**src/pw_pkg.sv**
```systemverilog
`default_nettype none

package pw_pkg;

    //////////////////////////////
    // Datapath sizes
    //////////////////////////////

    // Activation and weight widths
    localparam int ACT_W = 8;
    localparam int WGT_W = 8;
    localparam int IN_CH = 3;
    localparam int OUT_CH = 3;
    // Product width plus two guard bits for the channel sum
    localparam int SUM_W = ACT_W + WGT_W + 2;
    // Two pairwise levels reduce three terms to one
    localparam int TREE_DEPTH = 2;
    // Product register plus the adder levels
    localparam int PIPE_LAT = 3;
    localparam int SHIFT_W = 4;

    //////////////////////////////
    // Register map
    //////////////////////////////

    localparam int ADDR_W = 8;
    localparam int AXIL_DW = 32;
    localparam int NUM_WEIGHTS = OUT_CH * IN_CH;
    // One weight per word, output-major order
    localparam logic [ADDR_W-1:0] WEIGHT_BASE = 8'h00;
    localparam logic [ADDR_W-1:0] SHIFT_ADDR = 8'h24;
    localparam logic [1:0] RESP_OKAY = 2'b00;
    localparam logic [1:0] RESP_SLVERR = 2'b10;

    //////////////////////////////
    // Types
    //////////////////////////////

    // Input pixel, lane 0 in the low bits
    typedef struct packed {
        logic signed [IN_CH-1:0][ACT_W-1:0] data;
        logic last;
    } pix_in_t;

    // Output pixel after shift and truncation
    typedef struct packed {
        logic [OUT_CH-1:0][ACT_W-1:0] data;
        logic last;
    } pix_out_t;

    // Entry o*IN_CH+i is the weight from input i to output o
    typedef logic signed [NUM_WEIGHTS-1:0][WGT_W-1:0] weight_mat_t;

    // Master side of the AXI4-Lite port
    typedef struct packed {
        logic awvalid;
        logic [ADDR_W-1:0] awaddr;
        logic wvalid;
        logic [AXIL_DW-1:0] wdata;
        logic [AXIL_DW/8-1:0] wstrb;
        logic bready;
        logic arvalid;
        logic [ADDR_W-1:0] araddr;
        logic rready;
    } axil_req_t;

    // Slave side of the AXI4-Lite port
    typedef struct packed {
        logic awready;
        logic wready;
        logic bvalid;
        logic [1:0] bresp;
        logic arready;
        logic rvalid;
        logic [AXIL_DW-1:0] rdata;
        logic [1:0] rresp;
    } axil_rsp_t;

    // Write channel state
    typedef enum logic {
        WR_IDLE,
        WR_RESP
    } axil_state_e;

endpackage

`default_nettype wire

```
**src/adder_tree.sv**
```systemverilog
`default_nettype none

module adder_tree (
    input  logic                                  clock_i,
    input  logic                                  rst_n_i,
    input  logic                                  in_valid_i,
    output logic                                  in_ready_o,
    input  logic signed [pw_pkg::OUT_CH-1:0][pw_pkg::IN_CH-1:0][pw_pkg::SUM_W-1:0] in_terms_i,
    input  logic                                  in_last_i,
    output logic                                  out_valid_o,
    input  logic                                  out_ready_i,
    output logic signed [pw_pkg::OUT_CH-1:0][pw_pkg::SUM_W-1:0] out_sums_o,
    output logic                                  out_last_o
);

    // Node values per level, level 0 being the incoming terms
    // Slots past the live count of a level are held at zero
    logic signed [pw_pkg::SUM_W-1:0] node [pw_pkg::TREE_DEPTH+1][pw_pkg::OUT_CH][pw_pkg::IN_CH];

    // Valid and last travelling beside each registered level
    logic [pw_pkg::TREE_DEPTH-1:0] vld_q;
    logic [pw_pkg::TREE_DEPTH-1:0] lst_q;

    // One enable for every level
    logic stage_en;

    //////////////////////////////
    // Handshake
    //////////////////////////////

    assign out_valid_o = vld_q[pw_pkg::TREE_DEPTH-1];
    assign out_last_o = lst_q[pw_pkg::TREE_DEPTH-1];
    // Advance when the output is free or being taken
    assign stage_en = out_ready_i || !out_valid_o;
    assign in_ready_o = stage_en;

    always_ff @(posedge clock_i) begin
        if (!rst_n_i) begin
            vld_q <= '0;
        end else if (stage_en) begin
            vld_q <= {vld_q[pw_pkg::TREE_DEPTH-2:0], in_valid_i};
        end
    end

    always_ff @(posedge clock_i) begin
        if (stage_en) begin
            lst_q <= {lst_q[pw_pkg::TREE_DEPTH-2:0], in_last_i};
        end
    end

    //////////////////////////////
    // Reduction levels
    //////////////////////////////

    // Leaves straight from the input terms
    for (genvar o = 0; o < pw_pkg::OUT_CH; o++) begin : gen_leaf_o
        for (genvar i = 0; i < pw_pkg::IN_CH; i++) begin : gen_leaf_i
            assign node[0][o][i] = in_terms_i[o][i];
        end
    end

    for (genvar l = 0; l < pw_pkg::TREE_DEPTH; l++) begin : gen_level
        // Live nodes entering this level, ceil(IN_CH / 2**l)
        localparam int CNT_IN = (pw_pkg::IN_CH + (1 << l) - 1) >> l;

        for (genvar o = 0; o < pw_pkg::OUT_CH; o++) begin : gen_chan
            for (genvar k = 0; k < pw_pkg::IN_CH; k++) begin : gen_node
                if (2 * k + 1 < CNT_IN) begin : gen_add
                    // Pair of neighbours
                    always_ff @(posedge clock_i) begin
                        if (stage_en) begin
                            node[l+1][o][k] <= node[l][o][2*k] + node[l][o][2*k+1];
                        end
                    end
                end else if (2 * k < CNT_IN) begin : gen_pass
                    // Odd term left over, moves down one level untouched
                    always_ff @(posedge clock_i) begin
                        if (stage_en) begin
                            node[l+1][o][k] <= node[l][o][2*k];
                        end
                    end
                end else begin : gen_idle
                    always_ff @(posedge clock_i) begin
                        if (stage_en) begin
                            node[l+1][o][k] <= '0;
                        end
                    end
                end
            end
        end
    end

    // Root of each channel tree
    for (genvar o = 0; o < pw_pkg::OUT_CH; o++) begin : gen_root
        assign out_sums_o[o] = node[pw_pkg::TREE_DEPTH][o][0];
    end

    // Stalled output beat keeps its payload
    a_out_hold: assert property (@(posedge clock_i) disable iff (!rst_n_i)
        out_valid_o && !out_ready_i |=>
            out_valid_o && $stable(out_sums_o) && $stable(out_last_o));

endmodule

`default_nettype wire

```
**src/pointwise_convolve.sv**
```systemverilog
`default_nettype none

module pointwise_convolve (
    input  logic                       clock_i,
    input  logic                       rst_n_i,
    input  logic                       s_valid_i,
    output logic                       s_ready_o,
    input  pw_pkg::pix_in_t            s_pix_i,
    output logic                       m_valid_o,
    input  logic                       m_ready_i,
    output pw_pkg::pix_out_t           m_pix_o,
    input  pw_pkg::weight_mat_t        weights_i,
    input  logic [pw_pkg::SHIFT_W-1:0] shift_i
);

    // Products for every output and input channel pair
    logic signed [pw_pkg::OUT_CH-1:0][pw_pkg::IN_CH-1:0][pw_pkg::SUM_W-1:0] prod_d;
    logic signed [pw_pkg::OUT_CH-1:0][pw_pkg::IN_CH-1:0][pw_pkg::SUM_W-1:0] prod_q;
    logic prod_valid_q;
    logic prod_last_q;

    // Tree side
    logic tree_ready;
    logic signed [pw_pkg::OUT_CH-1:0][pw_pkg::SUM_W-1:0] tree_sums;
    logic tree_last;

    //////////////////////////////
    // Multiply stage
    //////////////////////////////

    // Operands widen to SUM_W with sign before the multiply
    for (genvar o = 0; o < pw_pkg::OUT_CH; o++) begin : gen_mul_o
        for (genvar i = 0; i < pw_pkg::IN_CH; i++) begin : gen_mul_i
            assign prod_d[o][i] = $signed(s_pix_i.data[i])
                                * $signed(weights_i[o * pw_pkg::IN_CH + i]);
        end
    end

    // First pipeline stage, moves with the tree
    assign s_ready_o = tree_ready;

    always_ff @(posedge clock_i) begin
        if (!rst_n_i) begin
            prod_valid_q <= 1'b0;
        end else if (tree_ready) begin
            prod_valid_q <= s_valid_i;
        end
    end

    always_ff @(posedge clock_i) begin
        if (tree_ready) begin
            prod_q <= prod_d;
            prod_last_q <= s_pix_i.last;
        end
    end

    adder_tree u_tree (
        .clock_i    (clock_i),
        .rst_n_i    (rst_n_i),
        .in_valid_i (prod_valid_q),
        .in_ready_o (tree_ready),
        .in_terms_i (prod_q),
        .in_last_i  (prod_last_q),
        .out_valid_o(m_valid_o),
        .out_ready_i(m_ready_i),
        .out_sums_o (tree_sums),
        .out_last_o (tree_last)
    );

    //////////////////////////////
    // Requantize
    //////////////////////////////

    // Arithmetic shift, then keep the low activation bits
    always_comb begin
        logic signed [pw_pkg::SUM_W-1:0] shifted;
        for (int o = 0; o < pw_pkg::OUT_CH; o++) begin
            shifted = $signed(tree_sums[o]) >>> shift_i;
            m_pix_o.data[o] = shifted[pw_pkg::ACT_W-1:0];
        end
        m_pix_o.last = tree_last;
    end

    // Free-flowing output gives the fixed latency
    a_latency: assert property (@(posedge clock_i) disable iff (!rst_n_i)
        (s_valid_i && s_ready_o) ##1 m_ready_i [* pw_pkg::PIPE_LAT-1] |=> m_valid_o);

endmodule

`default_nettype wire

```
**src/pw_conv_top.sv**
```systemverilog
`default_nettype none

module pw_conv_top (
    input  logic                clock_i,
    input  logic                rst_n_i,

    // Register port
    input  pw_pkg::axil_req_t   axil_req_i,
    output pw_pkg::axil_rsp_t   axil_rsp_o,

    // Pixel in
    input  logic                s_valid_i,
    output logic                s_ready_o,
    input  pw_pkg::pix_in_t     s_pix_i,

    // Pixel out
    output logic                m_valid_o,
    input  logic                m_ready_i,
    output pw_pkg::pix_out_t    m_pix_o
);

    //////////////////////////////
    // Configuration
    //////////////////////////////

    // Weight matrix and shift, static while pixels flow
    pw_pkg::weight_mat_t weights;
    logic [pw_pkg::SHIFT_W-1:0] shift;

    weight_regs u_regs (
        .clock_i   (clock_i),
        .rst_n_i   (rst_n_i),
        .axil_req_i(axil_req_i),
        .axil_rsp_o(axil_rsp_o),
        .weights_o (weights),
        .shift_o   (shift)
    );

    //////////////////////////////
    // Datapath
    //////////////////////////////

    pointwise_convolve u_conv (
        .clock_i  (clock_i),
        .rst_n_i  (rst_n_i),
        .s_valid_i(s_valid_i),
        .s_ready_o(s_ready_o),
        .s_pix_i  (s_pix_i),
        .m_valid_o(m_valid_o),
        .m_ready_i(m_ready_i),
        .m_pix_o  (m_pix_o),
        .weights_i(weights),
        .shift_i  (shift)
    );

endmodule

`default_nettype wire

```
**src/weight_regs.sv**
```systemverilog
`default_nettype none

module weight_regs (
    input  logic                       clock_i,
    input  logic                       rst_n_i,
    input  pw_pkg::axil_req_t          axil_req_i,
    output pw_pkg::axil_rsp_t          axil_rsp_o,
    output pw_pkg::weight_mat_t        weights_o,
    output logic [pw_pkg::SHIFT_W-1:0] shift_o
);

    // Register contents
    pw_pkg::weight_mat_t weights_q;
    logic [pw_pkg::SHIFT_W-1:0] shift_q;

    // Write channel
    pw_pkg::axil_state_e wr_state_q;
    logic [1:0] bresp_q;
    logic wr_fire;
    logic wr_en;
    logic [pw_pkg::ADDR_W-3:0] aw_word;
    logic aw_hit_wgt;
    logic aw_hit_shift;

    // Read channel
    logic rvalid_q;
    logic [pw_pkg::AXIL_DW-1:0] rdata_q;
    logic [1:0] rresp_q;
    logic rd_fire;
    logic [pw_pkg::ADDR_W-3:0] ar_word;
    logic ar_hit_wgt;
    logic ar_hit_shift;
    logic signed [pw_pkg::WGT_W-1:0] rd_wgt;
    logic [pw_pkg::AXIL_DW-1:0] rd_data_d;

    //////////////////////////////
    // Address decode
    //////////////////////////////

    // Word offsets from the weight base, byte lanes ignored
    assign aw_word = axil_req_i.awaddr[pw_pkg::ADDR_W-1:2] - pw_pkg::WEIGHT_BASE[pw_pkg::ADDR_W-1:2];
    assign ar_word = axil_req_i.araddr[pw_pkg::ADDR_W-1:2] - pw_pkg::WEIGHT_BASE[pw_pkg::ADDR_W-1:2];

    assign aw_hit_wgt = aw_word < pw_pkg::NUM_WEIGHTS;
    assign ar_hit_wgt = ar_word < pw_pkg::NUM_WEIGHTS;
    assign aw_hit_shift = axil_req_i.awaddr[pw_pkg::ADDR_W-1:2] == pw_pkg::SHIFT_ADDR[pw_pkg::ADDR_W-1:2];
    assign ar_hit_shift = axil_req_i.araddr[pw_pkg::ADDR_W-1:2] == pw_pkg::SHIFT_ADDR[pw_pkg::ADDR_W-1:2];

    //////////////////////////////
    // Write channel
    //////////////////////////////

    // Address and data are taken together, one write at a time
    assign wr_fire = (wr_state_q == pw_pkg::WR_IDLE) && axil_req_i.awvalid && axil_req_i.wvalid;
    // Every register lives in byte lane 0
    assign wr_en = wr_fire && axil_req_i.wstrb[0];

    always_ff @(posedge clock_i) begin
        if (!rst_n_i) begin
            wr_state_q <= pw_pkg::WR_IDLE;
            bresp_q <= pw_pkg::RESP_OKAY;
            weights_q <= '0;
            shift_q <= '0;
        end else begin
            case (wr_state_q)
                pw_pkg::WR_IDLE: begin
                    if (wr_fire) begin
                        wr_state_q <= pw_pkg::WR_RESP;
                        // Unmapped address answers with an error and stores nothing
                        bresp_q <= (aw_hit_wgt || aw_hit_shift) ? pw_pkg::RESP_OKAY
                                                                : pw_pkg::RESP_SLVERR;
                    end
                    if (wr_en && aw_hit_wgt) begin
                        weights_q[aw_word] <= axil_req_i.wdata[pw_pkg::WGT_W-1:0];
                    end
                    if (wr_en && aw_hit_shift) begin
                        shift_q <= axil_req_i.wdata[pw_pkg::SHIFT_W-1:0];
                    end
                end
                pw_pkg::WR_RESP: begin
                    if (axil_req_i.bready) begin
                        wr_state_q <= pw_pkg::WR_IDLE;
                    end
                end
                default: wr_state_q <= pw_pkg::WR_IDLE;
            endcase
        end
    end

    //////////////////////////////
    // Read channel
    //////////////////////////////

    // New address only once the previous response is gone
    assign rd_fire = axil_req_i.arvalid && !rvalid_q;

    // Weight sign-extends through the signed temporary, shift zero-extends
    always_comb begin
        rd_wgt = weights_q[ar_word];
        rd_data_d = '0;
        if (ar_hit_wgt) begin
            rd_data_d = rd_wgt;
        end else if (ar_hit_shift) begin
            rd_data_d = shift_q;
        end
    end

    always_ff @(posedge clock_i) begin
        if (!rst_n_i) begin
            rvalid_q <= 1'b0;
        end else if (rd_fire) begin
            rvalid_q <= 1'b1;
        end else if (axil_req_i.rready) begin
            rvalid_q <= 1'b0;
        end
    end

    always_ff @(posedge clock_i) begin
        if (rd_fire) begin
            rdata_q <= rd_data_d;
            rresp_q <= (ar_hit_wgt || ar_hit_shift) ? pw_pkg::RESP_OKAY : pw_pkg::RESP_SLVERR;
        end
    end

    always_comb begin
        axil_rsp_o.awready = wr_fire;
        axil_rsp_o.wready = wr_fire;
        axil_rsp_o.bvalid = wr_state_q == pw_pkg::WR_RESP;
        axil_rsp_o.bresp = bresp_q;
        axil_rsp_o.arready = !rvalid_q;
        axil_rsp_o.rvalid = rvalid_q;
        axil_rsp_o.rdata = rdata_q;
        axil_rsp_o.rresp = rresp_q;
    end

    assign weights_o = weights_q;
    assign shift_o = shift_q;

    // Write response waits for the master
    a_bvalid_hold: assert property (@(posedge clock_i) disable iff (!rst_n_i)
        axil_rsp_o.bvalid && !axil_req_i.bready |=> axil_rsp_o.bvalid);

    // Read data frozen until accepted
    a_rdata_hold: assert property (@(posedge clock_i) disable iff (!rst_n_i)
        axil_rsp_o.rvalid && !axil_req_i.rready |=>
            axil_rsp_o.rvalid && $stable(axil_rsp_o.rdata));

endmodule

`default_nettype wire
```
**config.mk**
```make
export PLATFORM = sky130hd
export DESIGN_NAME = pw_conv_top
export DESIGN_NICKNAME = d
export VERILOG_FILES = /design/src/pw_pkg.sv /design/src/adder_tree.sv /design/src/pointwise_convolve.sv /design/src/pw_conv_top.sv /design/src/weight_regs.sv
export SDC_FILE = /design/constraint.sdc
export NUM_CORES = 2
export LEC_CHECK = 0
export ABC_AREA = 1
export BUFFER_PORTS_ARGS = -buffer_cell sky130_fd_sc_hd__buf_2
export CORE_MARGIN = 4
export CORE_UTILIZATION = 45
export DETAILED_ROUTE_END_ITERATION = 10
export PLACE_DENSITY = 0.59
export SETUP_SLACK_MARGIN = 0.5
export SYNTH_ARGS = -nofsm -noshare
export SYNTH_HDL_FRONTEND = slang
export SYNTH_SLANG_ARGS = --single-unit
```
**constraint.sdc**
```tcl
create_clock -name clock_i -period 10.68 [get_ports clock_i]
set_input_delay 1.068 -clock clock_i [delete_from_list [all_inputs] [get_ports clock_i]]
set_output_delay 1.068 -clock clock_i [all_outputs]
set_load 0.005 [all_outputs]
```
# [Yosys cells after proc, flatten, opt, wreduce, memory -nomap -nowiden]
# Cells that the tools add are included.
[totals] elab_cells=93 reg_bits=444
[classes] mux=14 n_shift=3 n_mul=9 magnitude_cmp=5 eq_ne=2 reduce_logical=16 bitwise_logic=1 add_sub_neg=6
[op_table] op="$mul A8 B8 Y16" count=9
[op_table] op="$add A18 B18 Y18" count=6
[op_table] op="$bwmux W72" count=1
[op_table] op="$sshr A18 B4 Y8" count=3
[op_table] op="$bmux W8 S4" count=1
[op_table] op="$demux W8 S4" count=1
[op_table] op="$mux W32" count=1
[op_table] op="$mux W8" count=2
[op_table] op="$eq A6 B4 Y1 const B" count=2
[op_table] op="$lt A6 B4 Y1 const B" count=2
[op_table] op="$lt A6 B5 Y1 const B" count=2
[op_table] op="$logic_and A1 B1 Y1" count=7
[op_table] op="$ge A6 B1 Y1 const B" count=1
[op_table] op="$reduce_and A2 Y1" count=3
[op_table] op="$mux W1" count=4
[op_table] op="$mux W2" count=2
[op_table] op="$mux W4" count=1
[op_table] op="$logic_or A1 B1 Y1" count=3
[op_table] op="$logic_not A1 Y1" count=2
[op_table] op="$pmux W1 S2" count=1
[op_table] op="$reduce_bool A2 Y1" count=1
[op_table] op="$not A1 Y1" count=1

# [Longest topological paths before layout]
[depth] word_depth=6 depth_mapped=22 ltp_nobuf=21

# [Cells and area by module]
# From an unflattened synthesis, not the netlist that was laid out.
[unflattened] cells_unflattened=6095 area_unflattened_um2=46726.1
[by_module_without_submodules] mod="pointwise_convolve" area_each_um2=30837.1 seq_area_each_um2=4374.2 instances=1 cells_each=4060
[by_module_without_submodules] mod="adder_tree" area_each_um2=11126.9 seq_area_each_um2=4964.8 instances=1 cells_each=1311
[by_module_without_submodules] mod="weight_regs" area_each_um2=4762.1 seq_area_each_um2=1851.8 instances=1 cells_each=724

# [Least setup slack after synthesis]
# No wires, ideal clock.
[synth_timing] kind="input -> output" start="in m_ready_i" end="out s_ready_o" slack_ns=2.590 arrival_ns=7.022 path_stages=2 required_time_ns=9.612 path_cell_list="nor2_1 -> inv_1"
[synth_via] elab_chain_len=1
[synth_lines] item="start, declared" line_no="pw_conv_top.sv:18" text="input logic m_ready_i,"
[synth_lines] item="$logic_or A1 B1 Y1" line_no="adder_tree.sv:34" text="assign stage_en = out_ready_i || !out_valid_o;"
[synth_lines] item="end, declared" line_no="pw_conv_top.sv:13" text="output logic s_ready_o,"
# Every way passes these cells.

==> flow_metrics.env <==
export IMPL_synth_mux_area_frac=0.000219
export IMPL_grt_max_degree=156
export IMPL_n_fill_cell=10000
export IMPL_holdBufCountCts=0
export IMPL_synth_top_family_by_area="adder cells"
export IMPL_synth_simple_area_share=0.215
export IMPL_rows=116
export IMPL_synth_xor_area_frac=0.0287
export IMPL_synth_adder_area_share=0.318
export IMPL_finClkSkew_ps=27.8
export IMPL_place_detailed_hpwl_mm=90.4
export IMPL_power_w=0.00393
export IMPL_syn_avg_cell_area_sq_um=7.68
export IMPL_r2r_start="u_regs.weights_o[50]$_SDFFE_PN0P_"
export IMPL_grt_overflow_total=0
export IMPL_relSlewSlack=0.275
export IMPL_drtIter0Drc=2434
export IMPL_r2r_slack_ps=6070
export IMPL_yosysWarningCount=0
export IMPL_grt_first_pass_wirelength_mm=183
export IMPL_critPathBufInv=5
export IMPL_clk_path_buf_depth=3
export IMPL_cts_tree="done"
export IMPL_synthCells=5956
export IMPL_cp_start_kind="input port"
export IMPL_maxCapViolations=0
export IMPL_antenna_found_initial=7
export IMPL_synth_edff_count=312
export IMPL_fin_nets=6880
export IMPL_fp_dieH_microns=327
export IMPL_ant_nets=0
export IMPL_r2r_cells=14
export IMPL_critPathTopFamily="adder cells"
export IMPL_end_kind="register"
export IMPL_clkTransAtPathRegs_ps=60
export IMPL_vias=35700
export IMPL_worstMarginPinSlew_ps=1090
export IMPL_gp_congestion=0.909
export IMPL_first_pass_iters=6
export IMPL_core_sq_um=100000
export IMPL_power_density_nw_per_um2=80.6
export IMPL_fin_crit_sh=0.461
export IMPL_die_w_microns=327
export IMPL_criticalPathCategory="input port to register"
export IMPL_hold_depth=0
export IMPL_crit_slowest_cell="fa_1"
export IMPL_postCtsResizedCells=0
export IMPL_slew_violations=0
export IMPL_hold_viol_final=0
export IMPL_cts_sinks=394
export IMPL_crit_chain="buf_2, nand2_1, fa_1, inv_1, fa_1, inv_1, fa_1, inv_1, fa_1, ha_1, nand2_1, nor2_1, nand2_1, nor2_1, nand3b_1, inv_1, nand2_1, nand2_1"
export IMPL_avgRoutedWirePerCell_microns=15.3
export IMPL_holdPathEnd="u_conv.u_tree.node[296]$_DFFE_PP_"
export IMPL_ir_worst_vdd_v=0.000102
export IMPL_async_flop_share=0
export IMPL_wl_mm=112
export IMPL_clkLatencyLatePin_ps=600
export IMPL_slowest_delay_ps=830
export IMPL_fmax_mhz=203
export IMPL_io_pin_count=154
export IMPL_finalCriticalPeriod_ps=4920
export IMPL_cts_made_buffers=49
export IMPL_drt_vias_per_instance=4.87
export IMPL_initial_utilization=0.455
export IMPL_cp_required_ps=11020
export IMPL_r2r_end="u_conv.prod_q[120]$_DFFE_PP_"
export IMPL_grt_pass1_vias=35100
export IMPL_path_max_fanout=24
export IMPL_min_from="u_conv.prod_q[44]$_DFFE_PP_"
export IMPL_hold_path_class="register to register"
export IMPL_synth_cell_types=46
export IMPL_arrival_ps=5260
export IMPL_drc=0
export IMPL_syn2layout_area_growth_pct=6.74
export IMPL_die_area_sq_um=107000
export IMPL_outcome="finished, final reports clean"
export IMPL_final_cell_mix="nand2_1 (1,630), inv_1 (1,498), fa_1 (501), ha_1 (360), nor2_1 (340)"
export IMPL_synth_ff_type="edfxtp_1"
export IMPL_grtUsageTotal=0.213
export IMPL_tns_ps=0
export IMPL_path_common_cell="nand2_1"
export IMPL_finalSetupViolations=0
export IMPL_cts_setup_buffers=0
export IMPL_rsz0062_at_grt="no"
export IMPL_layout_drive_gt1_share=0.0455
export IMPL_final_common_cell="nand2_1"
export IMPL_yosys_register_bits=394
export IMPL_p_leak_nw=28.3
export IMPL_htreeDepth=2
export IMPL_syn_area_sq_um=45700
export IMPL_port_buffers=120
export IMPL_synth_compound_area_frac=0.0515
export IMPL_cts_root_buf="clkbuf_16"
export IMPL_ys_seq_area_frac=0.241
worst register-to-register path, delay by kind of cell, from the launching register on:
family	cells	cell delay (ps)
buffers and inverters	3	150
XOR/XNOR	1	360
adder cells (fa/ha/maj)	5	2520
AND/OR/NAND/NOR	5	620
flip-flops	1	720
power by group:
group | switching (W) | internal [W]
Sequential | 0.0000465 | 0.00175
Combinational | 0.000310 | 0.000140
Clock | 0.000699 | 0.000985
Total | 0.00106 | 0.00288
how the worst max path moves through the flow:
stage	depth (start not counted)	end	from
floorplan	2	s_ready_o	m_ready_i
global placement	18	u_conv.prod_q[34]$_DFFE_PP_	s_pix_i[16]
detailed placement	18	u_conv.prod_q[34]$_DFFE_PP_	s_pix_i[16]
CTS	18	u_conv.prod_q[34]$_DFFE_PP_	s_pix_i[16]
global route	18	u_conv.prod_q[34]$_DFFE_PP_	s_pix_i[16]
finish	18	u_conv.prod_q[34]$_DFFE_PP_	s_pix_i[16]
stage by stage:
step | util | setup WS (ps) | cells | instance area [sq um] | hold WS, ps
after floorplan | - | 2590 | 5957 | 45700 | 400
after global placement | 0.470 | 5180 | 7239 | 47200 | 400
after detailed placement | 0.470 | 5160 | 7239 | 47200 | 405
after CTS | 0.486 | 5790 | 7329 | 48800 | 412
after global routing | 0.486 | 5460 | 7331 | 48800 | 416
final | 0.486 | 5760 | 7333 | 48800 | 408
cell usage after synthesis, types with 7 or more instances:
| cell | count | area (sq um) |
|---|---|---|
| a31oi_1 | 7 | 43.8 |
| or2_2 | 26 | 163 |
| buf_4 | 33 | 248 |
| a21o_1 | 10 | 75.1 |
| nand3b_1 | 9 | 67.6 |
| inv_1 | 1499 | 5630 |
| fa_1 | 501 | 10000 |
| a21oi_1 | 192 | 961 |
| xnor2_1 | 54 | 473 |
| edfxtp_1 | 312 | 9370 |
| o211ai_1 | 10 | 75.1 |
| nand4_1 | 91 | 569 |
| o21ai_0 | 176 | 881 |
| inv_2 | 8 | 30.0 |
| dfxtp_1 | 82 | 1640 |
| clkbuf_1 | 119 | 447 |
| nor2_4 | 8 | 90.1 |
| buf_2 | 49 | 245 |
| nand2_1 | 1630 | 6120 |
| xor2_1 | 96 | 841 |
| nor3_1 | 12 | 60.1 |
| nand3_1 | 247 | 1240 |
| o21bai_1 | 30 | 225 |
| ha_1 | 360 | 4500 |
| nor2_1 | 340 | 1280 |
layout make-up:
cell class,count,area (sq um),area share
repair buffers,134,718,0.0147
inverters,1511,5680,0.116
flip-flops and latches,394,11000,0.226
well taps,1357,1700,0.0348
multi-input cells,3843,28100,0.575
clock buffers,54,1260,0.0259
diodes,4,10.0,0.000205
clock inverters,36,357,0.00731
cells by family (layout without fill, tap and decap cells):
kind of cell,count (synthesis),after routing
XOR/XNOR,150,150
adder cells (fa/ha/maj),861,861
flip-flops,394,394
buffers and inverters,1720,1735
other,1,6
AO/OA/AOI/OAI,437,437
AND/OR/NAND/NOR,2392,2392
multiplexers,1,1
registers in the layout, summed over array words and instances, names as in the netlist, 2 cells and up:
signal / cells
u_conv.u_tree.lst_q: 2
u_conv.u_tree.vld_q: 2
u_conv.u_tree.node: 102
u_regs.weights_o: 72
u_conv.u_tree.out_sums_o: 54
u_conv.prod_q: 144
u_regs.shift_o: 4
u_regs.rdata_q: 8
layer usage:
metal	global-route usage	up-vias	share of wire
met5	0	-	0.00012
met4	0.0519	2	0.024
met3	0.0338	125	0.061
met2	0.345	809	0.45
met1	0.300	16900	0.47
li1	-	17900	-
Note: power is estimated with default switching activity, not from simulation.
